[src/rtl/quad_ctrl_pkg.sv]
package quad_ctrl_pkg;

    //////////////////////////////////////////////////////////////////////
    // Quad geometry
    //////////////////////////////////////////////////////////////////////

    localparam int ROW_BUF_DEPTH_LOG2 = 10;
    localparam int NUM_AWE            = 4;
    localparam int CE_PER_AWE         = 2;
    localparam int NUM_CE             = NUM_AWE * CE_PER_AWE;

    // 3x3 window, one pixel per read
    localparam int WINDOW_CYCLES      = 9;
    localparam int SEQ_RD_LATENCY     = 3;
    localparam int PRIME_ROWS         = 3;
    localparam int KERNEL_GRP_W       = 5;

    //////////////////////////////////////////////////////////////////////
    // Types
    //////////////////////////////////////////////////////////////////////

    typedef logic [ROW_BUF_DEPTH_LOG2-1:0] row_col_t;
    typedef logic [9:0]                    pfb_count_t;
    typedef logic [11:0]                   seq_addr_t;
    typedef logic [3:0]                    win_cyc_t;
    typedef logic [KERNEL_GRP_W-1:0]       kernel_grp_t;
    typedef logic [NUM_CE-1:0]             ce_vec_t;
    typedef logic [1:0]                    gray_t;

    typedef enum logic [2:0] {
        ST_IDLE,
        ST_PRIME,
        ST_FETCH_ROW,
        ST_READ_ROW,
        ST_ACTIVE,
        ST_WAIT_FLUSH,
        ST_SEND_COMPLETE
    } job_state_e;

endpackage

[src/rtl/row_fetch_if.sv]
interface row_fetch_if;
    import quad_ctrl_pkg::*;

    logic     load_row;
    logic     row_done;
    row_col_t input_row;
    logic     rows_left;

    modport fsm (
        output load_row,
        input  row_done,
        input  input_row,
        input  rows_left
    );

    modport reader (
        input  load_row,
        output row_done,
        output input_row,
        output rows_left
    );

endinterface

[src/rtl/window_pass_if.sv]
interface window_pass_if;

    logic pass_start;
    logic pass_done;
    logic seq_rden;
    logic window_end;
    logic last_col;

    modport fsm (
        output pass_start,
        input  pass_done
    );

    modport reader (
        input  pass_start,
        output pass_done,
        output seq_rden,
        output window_end,
        output last_col
    );

    // CE side only watches the read stream
    modport monitor (
        input  pass_start,
        input  pass_done,
        input  seq_rden,
        input  window_end,
        input  last_col
    );

endinterface
[src/rtl/ce_issue_chain.sv]
module ce_issue_chain (
    input  logic                       clk,
    input  logic                       rst,
    input  quad_ctrl_pkg::kernel_grp_t num_kernels,
    output quad_ctrl_pkg::ce_vec_t     ce_execute,
    output quad_ctrl_pkg::ce_vec_t     next_kernel,
    output logic                       ctrl_last_kernel,
    window_pass_if.monitor             wp
);
    import quad_ctrl_pkg::*;

    // Read strobe in flight through the sequence BRAM
    logic [SEQ_RD_LATENCY-2:0] rd_dly;
    kernel_grp_t               kernel_grp;
    kernel_grp_t               kernel_grp_nxt;

    //////////////////////////////////////////////////////////////////////
    // Execute and next-kernel chains
    //////////////////////////////////////////////////////////////////////

    always_ff @(posedge clk) begin
        if (rst) begin
            rd_dly      <= '0;
            ce_execute  <= '0;
            next_kernel <= '0;
        end else begin
            rd_dly[0] <= wp.seq_rden;
            for (int i = 1; i < SEQ_RD_LATENCY - 1; i++) begin
                rd_dly[i] <= rd_dly[i-1];
            end

            // last stage of the read latency lands on CE 0
            ce_execute[0]  <= rd_dly[SEQ_RD_LATENCY-2];
            next_kernel[0] <= wp.window_end && wp.last_col;
            for (int i = 1; i < NUM_CE; i++) begin
                ce_execute[i]  <= ce_execute[i-1];
                next_kernel[i] <= next_kernel[i-1];
            end
        end
    end

    //////////////////////////////////////////////////////////////////////
    // Kernel groups
    //////////////////////////////////////////////////////////////////////

    always_comb begin
        kernel_grp_nxt = kernel_grp;
        if (wp.window_end) begin
            kernel_grp_nxt = (kernel_grp == num_kernels) ? '0 : kernel_grp + 1'b1;
        end
    end

    always_ff @(posedge clk) begin
        if (rst) begin
            kernel_grp       <= '0;
            ctrl_last_kernel <= 1'b0;
        end else begin
            kernel_grp       <= kernel_grp_nxt;
            ctrl_last_kernel <= (kernel_grp_nxt == num_kernels);
        end
    end

endmodule

[src/rtl/job_ctrl_fsm.sv]
module job_ctrl_fsm (
    input  logic           clk,
    input  logic           rst,
    input  logic           job_start,
    input  logic           job_fetch_ack,
    input  logic           job_fetch_complete,
    input  logic           pipeline_flushed,
    input  logic           job_complete_ack,
    output logic           job_accept,
    output logic           job_fetch_request,
    output logic           job_fetch_in_progress,
    output logic           job_complete,
    row_fetch_if.fsm       rf,
    window_pass_if.fsm     wp
);
    import quad_ctrl_pkg::*;

    job_state_e state;
    logic       priming;

    // Still filling the first rows of the buffer
    assign priming = rf.rows_left && (rf.input_row < row_col_t'(PRIME_ROWS));

    always_ff @(posedge clk) begin
        if (rst) begin
            state                 <= ST_IDLE;
            job_accept            <= 1'b0;
            job_fetch_request     <= 1'b0;
            job_fetch_in_progress <= 1'b0;
            job_complete          <= 1'b0;
            rf.load_row           <= 1'b0;
            wp.pass_start         <= 1'b0;
        end else begin
            // Pulses
            job_accept    <= 1'b0;
            rf.load_row   <= 1'b0;
            wp.pass_start <= 1'b0;

            case (state)
                ST_IDLE: begin
                    if (job_start) begin
                        job_accept <= 1'b1;
                        // first row of a job is always fetched
                        state      <= ST_FETCH_ROW;
                    end
                end

                // Decision point after every row read
                ST_PRIME: begin
                    if (priming) begin
                        state <= ST_FETCH_ROW;
                    end else begin
                        wp.pass_start <= 1'b1;
                        state         <= ST_ACTIVE;
                    end
                end

                ST_FETCH_ROW: begin
                    if (job_fetch_in_progress && job_fetch_complete) begin
                        job_fetch_in_progress <= 1'b0;
                        rf.load_row           <= 1'b1;
                        state                 <= ST_READ_ROW;
                    end else if (job_fetch_request && job_fetch_ack) begin
                        job_fetch_request     <= 1'b0;
                        job_fetch_in_progress <= 1'b1;
                    end else if (!job_fetch_in_progress) begin
                        job_fetch_request     <= 1'b1;
                    end
                end

                ST_READ_ROW: begin
                    if (rf.row_done) begin
                        state <= ST_PRIME;
                    end
                end

                // Next row loads between passes
                ST_ACTIVE: begin
                    if (wp.pass_done) begin
                        state <= rf.rows_left ? ST_FETCH_ROW : ST_WAIT_FLUSH;
                    end
                end

                ST_WAIT_FLUSH: begin
                    if (pipeline_flushed) begin
                        job_complete <= 1'b1;
                        state        <= ST_SEND_COMPLETE;
                    end
                end

                ST_SEND_COMPLETE: begin
                    if (job_complete_ack) begin
                        job_complete <= 1'b0;
                        state        <= ST_IDLE;
                    end
                end

                default: begin
                    state <= ST_IDLE;
                end
            endcase
        end
    end

    a_fetch_phases: assert property (@(posedge clk) disable iff (rst)
        !(job_fetch_request && job_fetch_in_progress))
        else $error("fetch request still high during fetch in progress");

endmodule

[src/rtl/pfb_row_reader.sv]
module pfb_row_reader (
    input  logic                      clk,
    input  logic                      rst,
    input  quad_ctrl_pkg::pfb_count_t pfb_full_count,
    input  logic                      job_fetch_complete,
    input  logic                      job_fetch_in_progress,
    input  quad_ctrl_pkg::row_col_t   num_expd_input_rows,
    output logic                      pfb_rden,
    output quad_ctrl_pkg::row_col_t   input_col,
    row_fetch_if.reader               rf
);
    import quad_ctrl_pkg::*;

    pfb_count_t pfb_count;
    logic       fetch_done;
    logic       row_end;
    logic       rows_exhausted;

    assign fetch_done   = job_fetch_complete && job_fetch_in_progress;
    // Last strobe of a row, or an empty row
    assign row_end      = (pfb_rden && pfb_count == pfb_count_t'(1))
                        || (rf.load_row && pfb_count == '0);
    assign rf.rows_left = (rf.input_row <= num_expd_input_rows);

    //////////////////////////////////////////////////////////////////////
    // Fill count and read strobes
    //////////////////////////////////////////////////////////////////////

    always_ff @(posedge clk) begin
        if (rst) begin
            pfb_count   <= '0;
            pfb_rden    <= 1'b0;
            rf.row_done <= 1'b0;
        end else begin
            if (fetch_done) begin
                pfb_count <= pfb_full_count;
            end else if (pfb_rden) begin
                pfb_count <= pfb_count - 1'b1;
            end

            if (rf.load_row) begin
                pfb_rden <= (pfb_count != '0);
            end else if (pfb_rden) begin
                pfb_rden <= !row_end;
            end

            rf.row_done <= row_end;
        end
    end

    //////////////////////////////////////////////////////////////////////
    // Row and column position
    //////////////////////////////////////////////////////////////////////

    always_ff @(posedge clk) begin
        if (rst) begin
            input_col      <= '0;
            rf.input_row   <= '0;
            rows_exhausted <= 1'b0;
        end else begin
            if (rf.load_row) begin
                input_col <= '0;
            end else if (pfb_rden) begin
                input_col <= input_col + 1'b1;
            end

            // New job starts counting rows again
            if (fetch_done && rows_exhausted) begin
                rf.input_row   <= '0;
                rows_exhausted <= 1'b0;
            end else if (row_end) begin
                rf.input_row   <= rf.input_row + 1'b1;
                rows_exhausted <= (rf.input_row == num_expd_input_rows);
            end
        end
    end

    a_rden_has_data: assert property (@(posedge clk) disable iff (rst)
        pfb_rden |-> pfb_count != '0)
        else $error("pfb read issued with an empty fill count");

endmodule

[src/rtl/pix_seq_reader.sv]
module pix_seq_reader (
    input  logic                     clk,
    input  logic                     rst,
    input  quad_ctrl_pkg::seq_addr_t pix_seq_data_full_count,
    input  quad_ctrl_pkg::row_col_t  num_output_cols,
    output logic                     pix_seq_bram_rden,
    output quad_ctrl_pkg::seq_addr_t pix_seq_bram_rdaddr,
    output quad_ctrl_pkg::win_cyc_t  cycle_counter,
    output quad_ctrl_pkg::gray_t     gray_code,
    window_pass_if.reader            wp
);
    import quad_ctrl_pkg::*;

    seq_addr_t reads_left;
    row_col_t  output_col;
    gray_t     pass_cnt;
    logic      last_read;

    assign last_read     = pix_seq_bram_rden && (reads_left == seq_addr_t'(1));
    assign wp.seq_rden   = pix_seq_bram_rden;
    assign wp.window_end = pix_seq_bram_rden
                         && (cycle_counter == win_cyc_t'(WINDOW_CYCLES - 1));
    assign wp.last_col   = (output_col == num_output_cols - 1'b1);
    // binary pass count to gray
    assign gray_code     = {pass_cnt[1], ^pass_cnt};

    always_ff @(posedge clk) begin
        if (rst) begin
            reads_left          <= '0;
            pix_seq_bram_rden   <= 1'b0;
            pix_seq_bram_rdaddr <= '0;
            cycle_counter       <= '0;
            output_col          <= '0;
            wp.pass_done        <= 1'b0;
            pass_cnt            <= '0;
        end else begin
            wp.pass_done <= last_read
                         || (wp.pass_start && pix_seq_data_full_count == '0);

            if (wp.pass_start) begin
                reads_left          <= pix_seq_data_full_count;
                pix_seq_bram_rden   <= (pix_seq_data_full_count != '0);
                pix_seq_bram_rdaddr <= '0;
                cycle_counter       <= '0;
                output_col          <= '0;
            end else if (pix_seq_bram_rden) begin
                reads_left          <= reads_left - 1'b1;
                pix_seq_bram_rden   <= !last_read;
                pix_seq_bram_rdaddr <= pix_seq_bram_rdaddr + 1'b1;
                if (wp.window_end) begin
                    cycle_counter <= '0;
                    output_col    <= wp.last_col ? '0 : output_col + 1'b1;
                end else begin
                    cycle_counter <= cycle_counter + 1'b1;
                end
            end

            if (wp.pass_done) begin
                pass_cnt <= pass_cnt + 1'b1;
            end
        end
    end

    a_window_range: assert property (@(posedge clk) disable iff (rst)
        cycle_counter < win_cyc_t'(WINDOW_CYCLES))
        else $error("window cycle counter out of range");

endmodule

[src/rtl/quad_bram_ctrl.sv]
module quad_bram_ctrl (
    input  logic                       clk,
    input  logic                       rst,
    // Job geometry
    input  quad_ctrl_pkg::row_col_t    num_expd_input_cols,
    input  quad_ctrl_pkg::row_col_t    num_expd_input_rows,
    input  quad_ctrl_pkg::row_col_t    num_output_cols,
    input  quad_ctrl_pkg::pfb_count_t  pfb_full_count,
    input  quad_ctrl_pkg::seq_addr_t   pix_seq_data_full_count,
    input  quad_ctrl_pkg::kernel_grp_t num_kernels,
    // Job handshakes
    input  logic                       job_start,
    output logic                       job_accept,
    output logic                       job_fetch_request,
    output logic                       job_fetch_in_progress,
    input  logic                       job_fetch_ack,
    input  logic                       job_fetch_complete,
    output logic                       job_complete,
    input  logic                       job_complete_ack,
    input  logic                       pipeline_flushed,
    // Prefetch buffer
    output logic                       pfb_rden,
    output quad_ctrl_pkg::row_col_t    input_col,
    // Pixel sequence BRAM
    output logic                       pix_seq_bram_rden,
    output quad_ctrl_pkg::seq_addr_t   pix_seq_bram_rdaddr,
    output quad_ctrl_pkg::win_cyc_t    cycle_counter,
    output quad_ctrl_pkg::gray_t       gray_code,
    // CE issue
    output quad_ctrl_pkg::ce_vec_t     ce_execute,
    output quad_ctrl_pkg::ce_vec_t     next_kernel,
    output logic                       ctrl_last_kernel
);

    row_fetch_if   rf ();
    window_pass_if wp ();

    job_ctrl_fsm u_fsm (
        .clk                   (clk),
        .rst                   (rst),
        .job_start             (job_start),
        .job_fetch_ack         (job_fetch_ack),
        .job_fetch_complete    (job_fetch_complete),
        .pipeline_flushed      (pipeline_flushed),
        .job_complete_ack      (job_complete_ack),
        .job_accept            (job_accept),
        .job_fetch_request     (job_fetch_request),
        .job_fetch_in_progress (job_fetch_in_progress),
        .job_complete          (job_complete),
        .rf                    (rf),
        .wp                    (wp)
    );

    pfb_row_reader u_pfb (
        .clk                   (clk),
        .rst                   (rst),
        .pfb_full_count        (pfb_full_count),
        .job_fetch_complete    (job_fetch_complete),
        .job_fetch_in_progress (job_fetch_in_progress),
        .num_expd_input_rows   (num_expd_input_rows),
        .pfb_rden              (pfb_rden),
        .input_col             (input_col),
        .rf                    (rf)
    );

    // Row length comes from the pfb count; it must fit the expanded width
    a_col_in_row: assert property (@(posedge clk) disable iff (rst)
        pfb_rden |-> input_col < num_expd_input_cols)
        else $error("pfb read past the last expanded input column");

    pix_seq_reader u_seq (
        .clk                     (clk),
        .rst                     (rst),
        .pix_seq_data_full_count (pix_seq_data_full_count),
        .num_output_cols         (num_output_cols),
        .pix_seq_bram_rden       (pix_seq_bram_rden),
        .pix_seq_bram_rdaddr     (pix_seq_bram_rdaddr),
        .cycle_counter           (cycle_counter),
        .gray_code               (gray_code),
        .wp                      (wp)
    );

    ce_issue_chain u_ce (
        .clk              (clk),
        .rst              (rst),
        .num_kernels      (num_kernels),
        .ce_execute       (ce_execute),
        .next_kernel      (next_kernel),
        .ctrl_last_kernel (ctrl_last_kernel),
        .wp               (wp)
    );

endmodule

[config.mk]
export PLATFORM = sky130hd
export DESIGN_NAME = quad_bram_ctrl
export DESIGN_NICKNAME = d
export VERILOG_FILES = /design/src/rtl/quad_ctrl_pkg.sv /design/src/rtl/row_fetch_if.sv /design/src/rtl/window_pass_if.sv /design/src/rtl/ce_issue_chain.sv /design/src/rtl/job_ctrl_fsm.sv /design/src/rtl/pfb_row_reader.sv /design/src/rtl/pix_seq_reader.sv /design/src/rtl/quad_bram_ctrl.sv
export SDC_FILE = /design/constraint.sdc
export NUM_CORES = 1
export LEC_CHECK = 0
export ABC_AREA = 1
export BUFFER_PORTS_ARGS = -buffer_cell sky130_fd_sc_hd__buf_4
export CAP_MARGIN = 10
export CORE_MARGIN = 2
export CORE_UTILIZATION = 45
export CTS_CLUSTER_DIAMETER = 60
export DETAILED_ROUTE_END_ITERATION = 16
export PLACE_DENSITY = 0.66
export SYNTH_ARGS = -nofsm -noshare
export SYNTH_HDL_FRONTEND = slang
export SYNTH_SLANG_ARGS = --single-unit
[constraint.sdc]
create_clock -name clk -period 4.2 [get_ports clk]
set_input_delay 0.42 -clock clk [delete_from_list [all_inputs] [get_ports clk]]
set_output_delay 0.42 -clock clk [all_outputs]
set_load 0.01 [all_outputs]
# ---- Yosys cells after proc, flatten, opt, wreduce, memory -nomap -nowiden
# Cells that the tools add are included.
dict set report totals {
  ff_bits 108
  elab_cells 127
  out_inout_bits 51
}
dict set report op_classes {
  n_addsub 10
  magnitude_cmp 2
  n_eq_ne 20
  muxes 31
  bitwise 4
  n_reduce_logical 35
}
# operator n
set op_table {}
lappend op_table {{$add 10x1->10 const B} 3}
lappend op_table {{$mux 10} 3}
lappend op_table {{$mux 12} 2}
lappend op_table {{$mux 3} 8}
lappend op_table {{$pmux 3 s7} 1}
lappend op_table {{$eq 10x10->1} 2}
lappend op_table {{$sub 10x1->10 const B} 2}
lappend op_table {{$mux 1} 13}
lappend op_table {{$add 12x1->12 const B} 1}
lappend op_table {{$eq 12x1->1 const B} 1}
lappend op_table {{$logic_not 12->1} 1}
lappend op_table {{$reduce_bool 12->1} 1}
lappend op_table {{$reduce_or 2->1} 6}
lappend op_table {{$sub 12x1->12 const B} 1}
lappend op_table {{$eq 10x1->1 const B} 1}
lappend op_table {{$eq 5x5->1} 2}
lappend op_table {{$le 10x10->1} 1}
lappend op_table {{$logic_and 1x1->1} 10}
lappend op_table {{$logic_not 10->1} 1}
lappend op_table {{$lt 10x2->1 const B} 1}
lappend op_table {{$mux 5} 2}
lappend op_table {{$reduce_bool 10->1} 1}
lappend op_table {{$eq 3x3->1 const B} 3}
lappend op_table {{$ne 2x2->1 const B} 4}
lappend op_table {{other kinds (18)} 31}

# ---- Depth between registers and ports, before layout
# Gate-level depths: netlist of run 1.
dict set report depth {
  depth_word 6
  mapped_depth 15
  ltp_nobuf 15
}

# ---- Cells and area by module
# A second synthesis of run 1 with hierarchy kept.
dict set report hier_totals {
  cells_unflattened 944
  area_unflattened_um2 6249.7
}
# module area_each_um2 seq_area_each_um2 cells_each instances
set modules_own_cells {}
lappend modules_own_cells {pix_seq_reader 2652.5 840.8 422 1}
lappend modules_own_cells {pfb_row_reader 2069.5 660.6 300 1}
lappend modules_own_cells {ce_issue_chain 980.9 480.5 132 1}
lappend modules_own_cells {job_ctrl_fsm 546.8 180.2 90 1}

# ---- Least setup slack after synthesis of run 1
# Ideal clock, no wire load.
dict set report synth_timing {
  kind {in2reg}
  startpoint {in num_output_cols[0]}
  endpoint {reg u_seq.output_col[9]}
  setup_slack_ps 2472
  cell_stages 10
  arrival_ps 1617
  path_cell_list {inv_1 -> ha_1 -> nand3_1 -> nor3_2 -> xor2_1 -> inv_1 -> nor2_2 -> nand4_2 -> nand2_1 -> inv_1}
}
dict set report synth_via {
  elab_chain_len 3
}
# element line_no
set synth_lines {}
lappend synth_lines {{from (decl)} quad_bram_ctrl.sv:7} ;# input quad_ctrl_pkg::row_col_t num_output_cols,
lappend synth_lines {{$sub 10x1->10} pix_seq_reader.sv:23} ;# assign wp.last_col = (output_col == num_output_cols - 1'b1);
lappend synth_lines {{$eq 10x10->1} pix_seq_reader.sv:23}
lappend synth_lines {{$mux 10} pix_seq_reader.sv:52} ;# output_col <= wp.last_col ? '0 : output_col + 1'b1;
lappend synth_lines {{to (signal assigned)} pix_seq_reader.sv:52}
lappend synth_lines {{to (decl)} pix_seq_reader.sv:15} ;# row_col_t output_col;
# No other way between the ends.
# A chain may end at the register's enable or synchronous reset.

# ---- Worst setup path after layout of run 1
dict set report layout_timing {
  startpoint {reg u_fsm.wp.pass_start}
  endpoint {reg u_seq.output_col[6]}
}
dict set report layout_via {
  elab_chain_len 1
}
# element line_no
set layout_lines {}
lappend layout_lines {{from (decl)} window_pass_if.sv:10} ;# output pass_start,
lappend layout_lines {{from (signal assigned)} job_ctrl_fsm.sv:32} ;# wp.pass_start <= 1'b0;
lappend layout_lines {{from (signal assigned)} job_ctrl_fsm.sv:37} ;# wp.pass_start <= 1'b0;
lappend layout_lines {{from (signal assigned)} job_ctrl_fsm.sv:53} ;# wp.pass_start <= 1'b1;
lappend layout_lines {{$reduce_or 2->1 (no source line)} n/a}
# No other way between the ends.

==> results of run 1 <==
==> critical path: stages, from the launching register on <==
cell and delay [ns]:
dfxtp_1 0.49, nor2_1 0.74, inv_1 0.46, nor2_1 0.21, o21a_1 0.14, nand2_1 0.05, inv_1 0.05
==> power by group through the flow <==
stage	Clock [mW]	Sequential [mW]	Combinational (mW)
4_1_cts	0.873	1.06	0.228
5_1_grt	0.918	1.06	0.256
2_1_floorplan	0	1.08	0.144
3_3_place_gp	0	1.08	0.224
6_report	0.840	1.06	0.225
3_5_place_dp	0	1.08	0.226
==> through the flow <==
step           worst slack [ns]  instance area, sq um
2_1_floorplan              2.47                  5810
3_3_place_gp               1.78                  6710
3_5_place_dp               1.80                  6710
4_1_cts                    2.00                  7010
5_1_grt                    1.77                  7010
6_report                   2.01                  7010
==> sequential cells by signal, summed over array words and instances, names as in the netlist, 2 cells and up <==
register                   count
u_ce.ce_execute                8
u_ce.kernel_grp                5
u_ce.next_kernel               8
u_ce.rd_dly                    2
u_fsm.state                    3
u_pfb.input_col               10
u_pfb.pfb_count               10
u_pfb.rf.input_row            10
u_seq.cycle_counter            4
u_seq.output_col              10
u_seq.pass_cnt                 2
u_seq.pix_seq_bram_rdaddr     12
u_seq.reads_left              12
==> cell type report <==
class,instances,area (sq um)
repair buffers,104,781
inverters,145,547
fillers,1285,5610
well taps,172,215
multi-input cells,569,3010
clock buffers,14,284
flip-flops and latches,108,2160
clock inverters,2,16.3
==> cells in the mapped netlist (all sizes together) (5+ instances only) <==
| cell | n | area, sq um |
|---|---|---|
| xnor2 | 9 | 78.8 |
| inv | 143 | 539 |
| nand2 | 170 | 653 |
| a31oi | 11 | 68.8 |
| ha | 22 | 275 |
| a21oi | 42 | 210 |
| a211oi | 5 | 37.5 |
| xor2 | 18 | 158 |
| nand4 | 14 | 93.8 |
| o21ai | 44 | 220 |
| nor3 | 19 | 116 |
| buf | 11 | 61.3 |
| clkbuf | 8 | 30.0 |
| dfxtp | 108 | 2160 |
| or2 | 5 | 33.8 |
| nor2 | 125 | 499 |
| nand3 | 51 | 275 |
| nor4 | 7 | 43.8 |
==> logic make-up (layout without fill, tap and decap cells) <==
logic type,after synthesis,after routing,share of synthesized area
simple gates,397,397,0.304
buf+inv,164,265,0.110
compound gates,121,121,0.118
flops,108,108,0.372
xor+xnor,29,29,0.0485
fa+ha+maj,22,22,0.0474
==> per-layer routing <==
metal | wire length (microns) | track usage
met5 | 0 | 0
met1 | 6320 | 0.246
met2 | 5620 | 0.309
met4 | 163 | 0.0587
met3 | 600 | 0.0538
==> how the worst min path moves through the flow <==
stage                   startpoint                       to  slack, ns  depth (start not counted)
6_report             job_fetch_ack  u_fsm.job_fetch_request       0.27                          2
5_1_grt              job_fetch_ack  u_fsm.job_fetch_request       0.27                          2
4_1_cts              job_fetch_ack  u_fsm.job_fetch_request       0.26                          2
3_5_place_dp        u_ce.rd_dly[0]           u_ce.rd_dly[1]       0.41                          2
3_3_place_gp   u_ce.next_kernel[6]      u_ce.next_kernel[7]       0.41                          2
2_1_floorplan       u_ce.rd_dly[1]       u_ce.ce_execute[0]       0.39                          2
==> impl_metrics.csv, run 1 <==
group,metric,value,unit
run_status,status,"finished, final reports clean",
power,p_total,2.13,mW
clock_network,tritoncts,"built",
worst_setup_path,worstSetupEndpoint,"u_seq.output_col[6]",
yosys,yosysWarnings,0,
clock_network,clk_path_buf_depth,2,
yosys,async_reset_ff_frac,0,
sta,timing.fmax,0.457,GHz
yosys,synth_seq_cells,108,
worst_setup_path,worstSetupStartpoint,"u_fsm.wp.pass_start",
route,via_count,5311,
sta,hold_viol,0,
clock_network,hold_buffers,0,
sta,fin_skew,0.00581,ns
worst_setup_path,r2r-start,"u_fsm.wp.pass_start",
clock_network,postCtsResizedCells,0,
worst_setup_path,crit_fanout,16,
floorplan,initial_core_util,0.460,
layout,antennaDiodeCount,0,
worst_setup_path,endpoint_kind,"flop",
sta,slew_viol_final,0,
power,vdd_drop_max,0.000260,V
global_route,grt_max_degree,49,
route,viasPerCell,4.77,
worst_setup_path,critPathRequiredTime,4.50,ns
yosys,synthCells,841,
sta,fin_setup_tns,0,ns
floorplan,die_width,118,microns
yosys,synth_flop_cell,"dfxtp_1",
worst_setup_path,arrival,2.49,ns
layout,utilization,0.556,
power,combPwrFrac,0.106,
global_route,track_usage,0.190,
layout,fin_cells,1114,
route,first_iter_violations,388,
global_route,globalRouteOverflowTotal,0,
sta,fin_crit,2.19,ns
yosys,synth_edf_count,0,
clock_network,clock_sink_count,108,
route,postRouteAntennaNets,0,
yosys,ys_seq_area_frac,0.372,
route,drtPass1Iterations,4,
power,internal_power,1.60,mW
placed_design,place_congestion,0.819,
power,switching_share,0.245,
placed_design,io_buffers,104,
global_route,grt_antenna_before_repair,0,
placed_design,dpl.cell_count,1098,
clock_network,clkLatencyLatePin,0.35,ns
power,clock_power_share,0.395,
global_route,grt_pass1_vias,4985,
placed_design,dp_hpwl,9.42,mm
sta,finalSetupViolCount,0,
power,p_seq_frac,0.499,
layout,drive_gt1_frac,0.157,
route,wl_per_cell,11.4,microns
floorplan,design.core.area,12600,sq um
route,wirelength,12.7,mm
layout,final_cell_mix,"166 x nand2_1, 142 x inv_1, 115 x nor2_1",
floorplan,placementRows,41,
flow_run,maxCapViolCount,0,
clock_network,clk_pin_slew,0.07,ns
power,leakage,3.25,nW
power,power_per_cell_area,303,nW/um^2
worst_setup_path,worst_setup_path_start_kind,"flop",
sta,hold_ws,0.274,ns
worst_setup_path,critical_path_class,"reg -> reg",
layout,final_common_cell,"nand2_1",
power,power.switching,0.521,mW
floorplan,die-area,13800,sq um
layout,syn2layout_area_growth,20.7,%
sta,slew-limit-headroom,0.431,
worst_setup_path,r2r_cells,6,
worst_setup_path,reg2reg_to,"u_seq.output_col[6]",
yosys,syn_area,5810,sq um
sta,grt_setup_unrepaired,"no",
clock_network,cts_buffers,9,
layout,fin_nets,1023,
clock_network,h-tree-depth,3,
route,drc_errors,0,
worst_setup_path,r2r_slack,2.01,ns
clock_network,cts_root_buffer,"clkbuf_16",
floorplan,die_h,118,microns
sta,tightest_slew,0.850,ns
clock_network,post_cts_buffers,0,
yosys,syn-num-nets,927,
sta,fin_crit_sh,0.521,
floorplan,pin_count,115,
yosys,synth.avg_cell_area,6.91,sq um
global_route,grt_pass1_wl,22.1,mm
min_path,hp-class,"in -> reg",
yosys,synth.distinct_cells,46,
Power figures use the tool's default switching activity.
==> run 2, diff against run 1 <==
==> constraint.sdc (replaced) <==
create_clock -name clk -period 2.24 [get_ports clk]
set_input_delay 0.224 -clock clk [delete_from_list [all_inputs] [get_ports clk]]
set_output_delay 0.224 -clock clk [all_outputs]
set_load 0.01 [all_outputs]
==> impl_metrics.csv, run 2 (synthesized netlist as in run 1, its figures left out) <==
group,metric,value,unit
clock_network,clock_sink_count,108,
sta,tightest_slew,0.545,ns
layout,top_regs,"u_seq.pix_seq_bram_rdaddr x12, u_seq.reads_left x12",
placed_design,place_congestion,0.830,
layout,fin_cells,1123,
floorplan,die-area,13800,sq um
sta,slew_viol_final,0,
min_path,min_path_cells,2,
floorplan,die_h,118,microns
min_path,whs_endpoint,"u_fsm.job_fetch_request",
layout,antennaDiodeCount,0,
worst_setup_path,worst_setup_path_start_kind,"flop",
min_path,min_from,"job_fetch_ack",
clock_network,post_cts_buffers,0,
layout,fin_nets,1032,
sta,timing.fmax,0.516,GHz
worst_setup_path,r2r_cells,15,
sta,hold_viol,0,
worst_setup_path,reg2reg_to,"u_ce.ctrl_last_kernel",
worst_setup_path,critPathRequiredTime,2.53,ns
route,wirelength,12.9,mm
layout,drive_gt1_frac,0.164,
global_route,grt_pass1_vias,5122,
route,via_count,5366,
route,drc_errors,0,
sta,fin_crit,1.94,ns
clock_network,clkLatencyLatePin,0.35,ns
clock_network,cts_buffers,9,
power,leakage,3.29,nW
floorplan,pin_count,115,
sta,fin_setup_tns,0,ns
layout,final_cell_mix,"166 x nand2_1, 142 x inv_1, 115 x nor2_1",
floorplan,placementRows,41,
min_path,hp-class,"in -> reg",
power,p_total,4.01,mW
worst_setup_path,r2r-start,"u_seq.cycle_counter[0]",
global_route,grt_antenna_before_repair,0,
layout,final_common_cell,"nand2_1",
clock_network,hold_buffers,0,
placed_design,dp_hpwl,9.68,mm
global_route,globalRouteOverflowTotal,0,
layout,fill_cells,1293,
worst_setup_path,r2r_slack,0.30,ns
sta,grt_setup_unrepaired,"no",
layout,multi_input_area,3010,sq um
route,drtPass1Iterations,4,
global_route,grt_pass1_wl,22.8,mm
floorplan,die_width,118,microns
worst_setup_path,arrival,2.23,ns
worst_setup_path,endpoint_kind,"flop",
clock_network,h-tree-depth,3,
power,power_per_cell_area,566,nW/um^2
worst_setup_path,worstSetupStartpoint,"u_seq.cycle_counter[0]",
clock_network,postCtsResizedCells,0,
global_route,grt_max_degree,43,
floorplan,initial_core_util,0.460,
power,vdd_drop_max,0.000515,V
clock_network,clk_pin_slew,0.07,ns
route,wl_per_cell,11.5,microns
flow_run,maxCapViolCount,0,
sta,finalSetupViolCount,0,
placed_design,io_buffers,104,
floorplan,design.core.area,12600,sq um
layout,syn2layout_area_growth,21.8,%
route,first_iter_violations,334,
clock_network,tritoncts,"built",
clock_network,cts_root_buffer,"clkbuf_16",
clock_network,clk_path_buf_depth,2,
sta,fin_crit_sh,0.866,
route,viasPerCell,4.78,
sta,slew-limit-headroom,0.636,
run_status,status,"finished, final reports clean",
route,postRouteAntennaNets,0,
worst_setup_path,critical_path_class,"reg -> reg",
layout,ff_latch_area,2160,sq um
global_route,track_usage,0.196,
placed_design,dpl.cell_count,1107,
worst_setup_path,crit_fanout,13,
sta,fin_skew,0.00727,ns
[run 2: per-stage QoR]
step / instance area (sq um) / hold WS (ns) / utilization / setup WS (ns)
final: 7080 / 0.0735 / 0.561 / 0.300
after global routing: 7080 / 0.0886 / 0.561 / 0.0315
after CTS: 7080 / 0.0655 / 0.561 / 0.295
after detailed placement: 6780 / 0.400 / 0.537 / 0.326
after global placement: 6780 / 0.405 / 0.537 / 0.326
after floorplan: 5810 / 0.332 / - / 0.598
[run 2: power by group]
group	internal, mW	switching [mW]	leakage, nW
sequential	1.95	0.0381	0.870
clock	0.897	0.694	0.147
combinational	0.184	0.245	2.28
[run 2: worst max-delay path, stage by stage (launching register included)]
cell	delay, ns
dfxtp_1	0.42
inv_1	0.07
ha_1	0.19
nand2_1	0.06
inv_1	0.04
nand2_2	0.25
inv_1	0.14
nand3_1	0.13
nand2_1	0.07
inv_1	0.06
nand2_1	0.06
nand2_1	0.06
nand2_1	0.05
nor2_1	0.11
nand3_1	0.08
nor2_1	0.08
[run 2: worst max-delay path by stage]
stage	slack, ns	depth (start not counted)	end
6_report	0.30	15	u_ce.ctrl_last_kernel
5_1_grt	0.03	15	u_ce.ctrl_last_kernel
4_1_cts	0.30	15	u_ce.ctrl_last_kernel
3_5_place_dp	0.33	11	u_seq.output_col[9]
3_3_place_gp	0.33	15	u_ce.ctrl_last_kernel
2_1_floorplan	0.60	12	u_ce.ctrl_last_kernel
[run 2: per-layer routing]
layer / wire (microns) / GRT usage
met1: 6250 / 0.252
met2: 5780 / 0.318
met3: 690 / 0.0533
met4: 182 / 0.0655
met5: 0 / 0
[run 2: layout make-up]
cell class,instances,area share
clock inverters,4,0.00690
multi-input cells,569,0.425
well taps,172,0.0304
repair buffers,113,0.120
inverters,145,0.0773
clock buffers,12,0.0348
flip-flops and latches,108,0.306
==> run 3, diff against run 2 <==
--- a/config.mk
+++ b/config.mk
@@ -10,6 +10,7 @@
 export CAP_MARGIN = 10
 export CORE_MARGIN = 2
 export CORE_UTILIZATION = 45
+export CTS_BUF_LIST = sky130_fd_sc_hd__clkbuf_4 sky130_fd_sc_hd__clkbuf_8 sky130_fd_sc_hd__clkbuf_16
 export CTS_CLUSTER_DIAMETER = 60
 export DETAILED_ROUTE_END_ITERATION = 16
 export PLACE_DENSITY = 0.66
==> impl_metrics.csv, run 3 (synthesized netlist as in run 1, its figures left out) <==
group,metric,value,unit
global_route,grt_antenna_before_repair,0,
sta,fin_setup_tns,0,ns
sta,slew-limit-headroom,0.644,
route,wl_per_cell,11.5,microns
global_route,grt_max_degree,43,
clock_network,cts_root_buffer,"clkbuf_16",
layout,fin_cells,1123,
layout,drive_gt1_frac,0.166,
worst_setup_path,critPathRequiredTime,2.53,ns
worst_setup_path,r2r_slack,0.30,ns
worst_setup_path,worstSetupEndpoint,"u_ce.ctrl_last_kernel",
layout,stdcell_area,7080,sq um
route,first_iter_violations,345,
route,wirelength,12.9,mm
min_path,hp-class,"in -> reg",
worst_setup_path,critical_path_class,"reg -> reg",
layout,fill_cells,1294,
clock_network,cts_buffers,9,
flow_run,maxCapViolCount,0,
floorplan,initial_core_util,0.460,
worst_setup_path,arrival,2.22,ns
clock_network,post_cts_buffers,0,
worst_setup_path,worst_setup_path_start_kind,"flop",
clock_network,h-tree-depth,3,
worst_setup_path,endpoint_kind,"flop",
placed_design,dpl.cell_count,1107,
global_route,track_usage,0.196,
sta,grt_setup_unrepaired,"no",
power,leakage,3.30,nW
clock_network,clkLatencyLatePin,0.35,ns
min_path,min_from,"job_fetch_ack",
layout,syn2layout_area_growth,22.0,%
worst_setup_path,worstSetupStartpoint,"u_seq.cycle_counter[0]",
sta,slew_viol_final,0,
placed_design,place_congestion,0.830,
route,drc_errors,0,
layout,final_common_cell,"nand2_1",
worst_setup_path,r2r_cells,15,
sta,fin_crit_sh,0.864,
floorplan,die_width,118,microns
sta,timing.fmax,0.517,GHz
floorplan,die_h,118,microns
route,postRouteAntennaNets,0,
power,vdd_drop_max,0.000515,V
layout,top_regs,"u_seq.pix_seq_bram_rdaddr x12, u_seq.reads_left x12",
clock_network,postCtsResizedCells,0,
power,power_per_cell_area,570,nW/um^2
global_route,grt_pass1_vias,5118,
placed_design,io_buffers,104,
placed_design,placed_area,6780,sq um
placed_design,dp_hpwl,9.68,mm
clock_network,hold_buffers,0,
run_status,status,"finished, final reports clean",
sta,finalSetupViolCount,0,
floorplan,die-area,13800,sq um
sta,timing.final.ws_setup,0.305,ns
placed_design,place_ws,0.326,ns
clock_network,clk_path_buf_depth,2,
worst_setup_path,crit_fanout,13,
floorplan,design.core.area,12600,sq um
worst_setup_path,r2r-start,"u_seq.cycle_counter[0]",
worst_setup_path,reg2reg_to,"u_ce.ctrl_last_kernel",
floorplan,pin_count,115,
clock_network,clock_sink_count,108,
route,viasPerCell,4.79,
layout,fin_nets,1032,
layout,utilization,0.561,
sta,fin_skew,0.00702,ns
sta,fin_crit,1.94,ns
clock_network,clk_pin_slew,0.07,ns
global_route,globalRouteOverflowTotal,0,
route,via_count,5376,
layout,final_cell_mix,"166 x nand2_1, 142 x inv_1, 115 x nor2_1",
floorplan,placementRows,41,
sta,hold_viol,0,
clock_network,tritoncts,"built",
route,drtPass1Iterations,4,
layout,antennaDiodeCount,0,
sta,tightest_slew,0.531,ns
global_route,grt_pass1_wl,22.8,mm
## run 3: stage by stage
step                      power [mW]  hold slack [ns]
after floorplan                 2.29            0.332
after global placement          2.46            0.405
after detailed placement        2.46            0.400
after CTS                       4.10           0.0651
after global routing            4.25           0.0849
final                           4.04           0.0723
## run 3: worst min-delay path by stage
stage                         endpoint  slack (ns)  depth (start not counted)
2_1_floorplan  u_fsm.job_fetch_request        0.33                          1
3_3_place_gp            u_ce.rd_dly[1]        0.40                          2
3_5_place_dp            u_ce.rd_dly[1]        0.40                          2
4_1_cts        u_fsm.job_fetch_request        0.07                          2
5_1_grt        u_fsm.job_fetch_request        0.08                          2
6_report       u_fsm.job_fetch_request        0.07                          2
## run 3: routing by layer
metal / GRT usage / share of wire / routed length (microns)
met5: 0 / 0 / 0
met4: 0.0565 / 0.014 / 186
met3: 0.0606 / 0.051 / 661
met2: 0.317 / 0.45 / 5790
met1: 0.252 / 0.49 / 6280
## run 3: where the power goes
group / switching (mW) / leakage, nW / internal [mW]
sequential: 0.0382 / 0.870 / 1.95
combinational: 0.245 / 2.28 / 0.184
clock: 0.699 / 0.153 / 0.921
total: 0.983 / 3.30 / 3.06
## run 3: critical path, cell delays in order, from the launching register on
cell and delay, ns:
dfxtp_1 0.42, inv_1 0.07, ha_1 0.19, nand2_1 0.06, inv_1 0.04, nand2_2 0.25, inv_1 0.14, nand3_1 0.13
nand2_1 0.07, inv_1 0.06, nand2_1 0.06, nand2_1 0.06, nand2_1 0.05, nor2_1 0.11, nand3_1 0.08, nor2_1 0.08
## run 3: final cells by class
class                           instances  area (sq um)  area share
Multi-Input combinational cell        569          3010       0.425
Sequential cell                       108          2160       0.305
Timing Repair Buffer                  113           848       0.120
Inverter                              145           547      0.0772
Tap cell                              172           215      0.0304
Clock buffer                           12           254      0.0359
Clock inverter                          4          48.8     0.00689
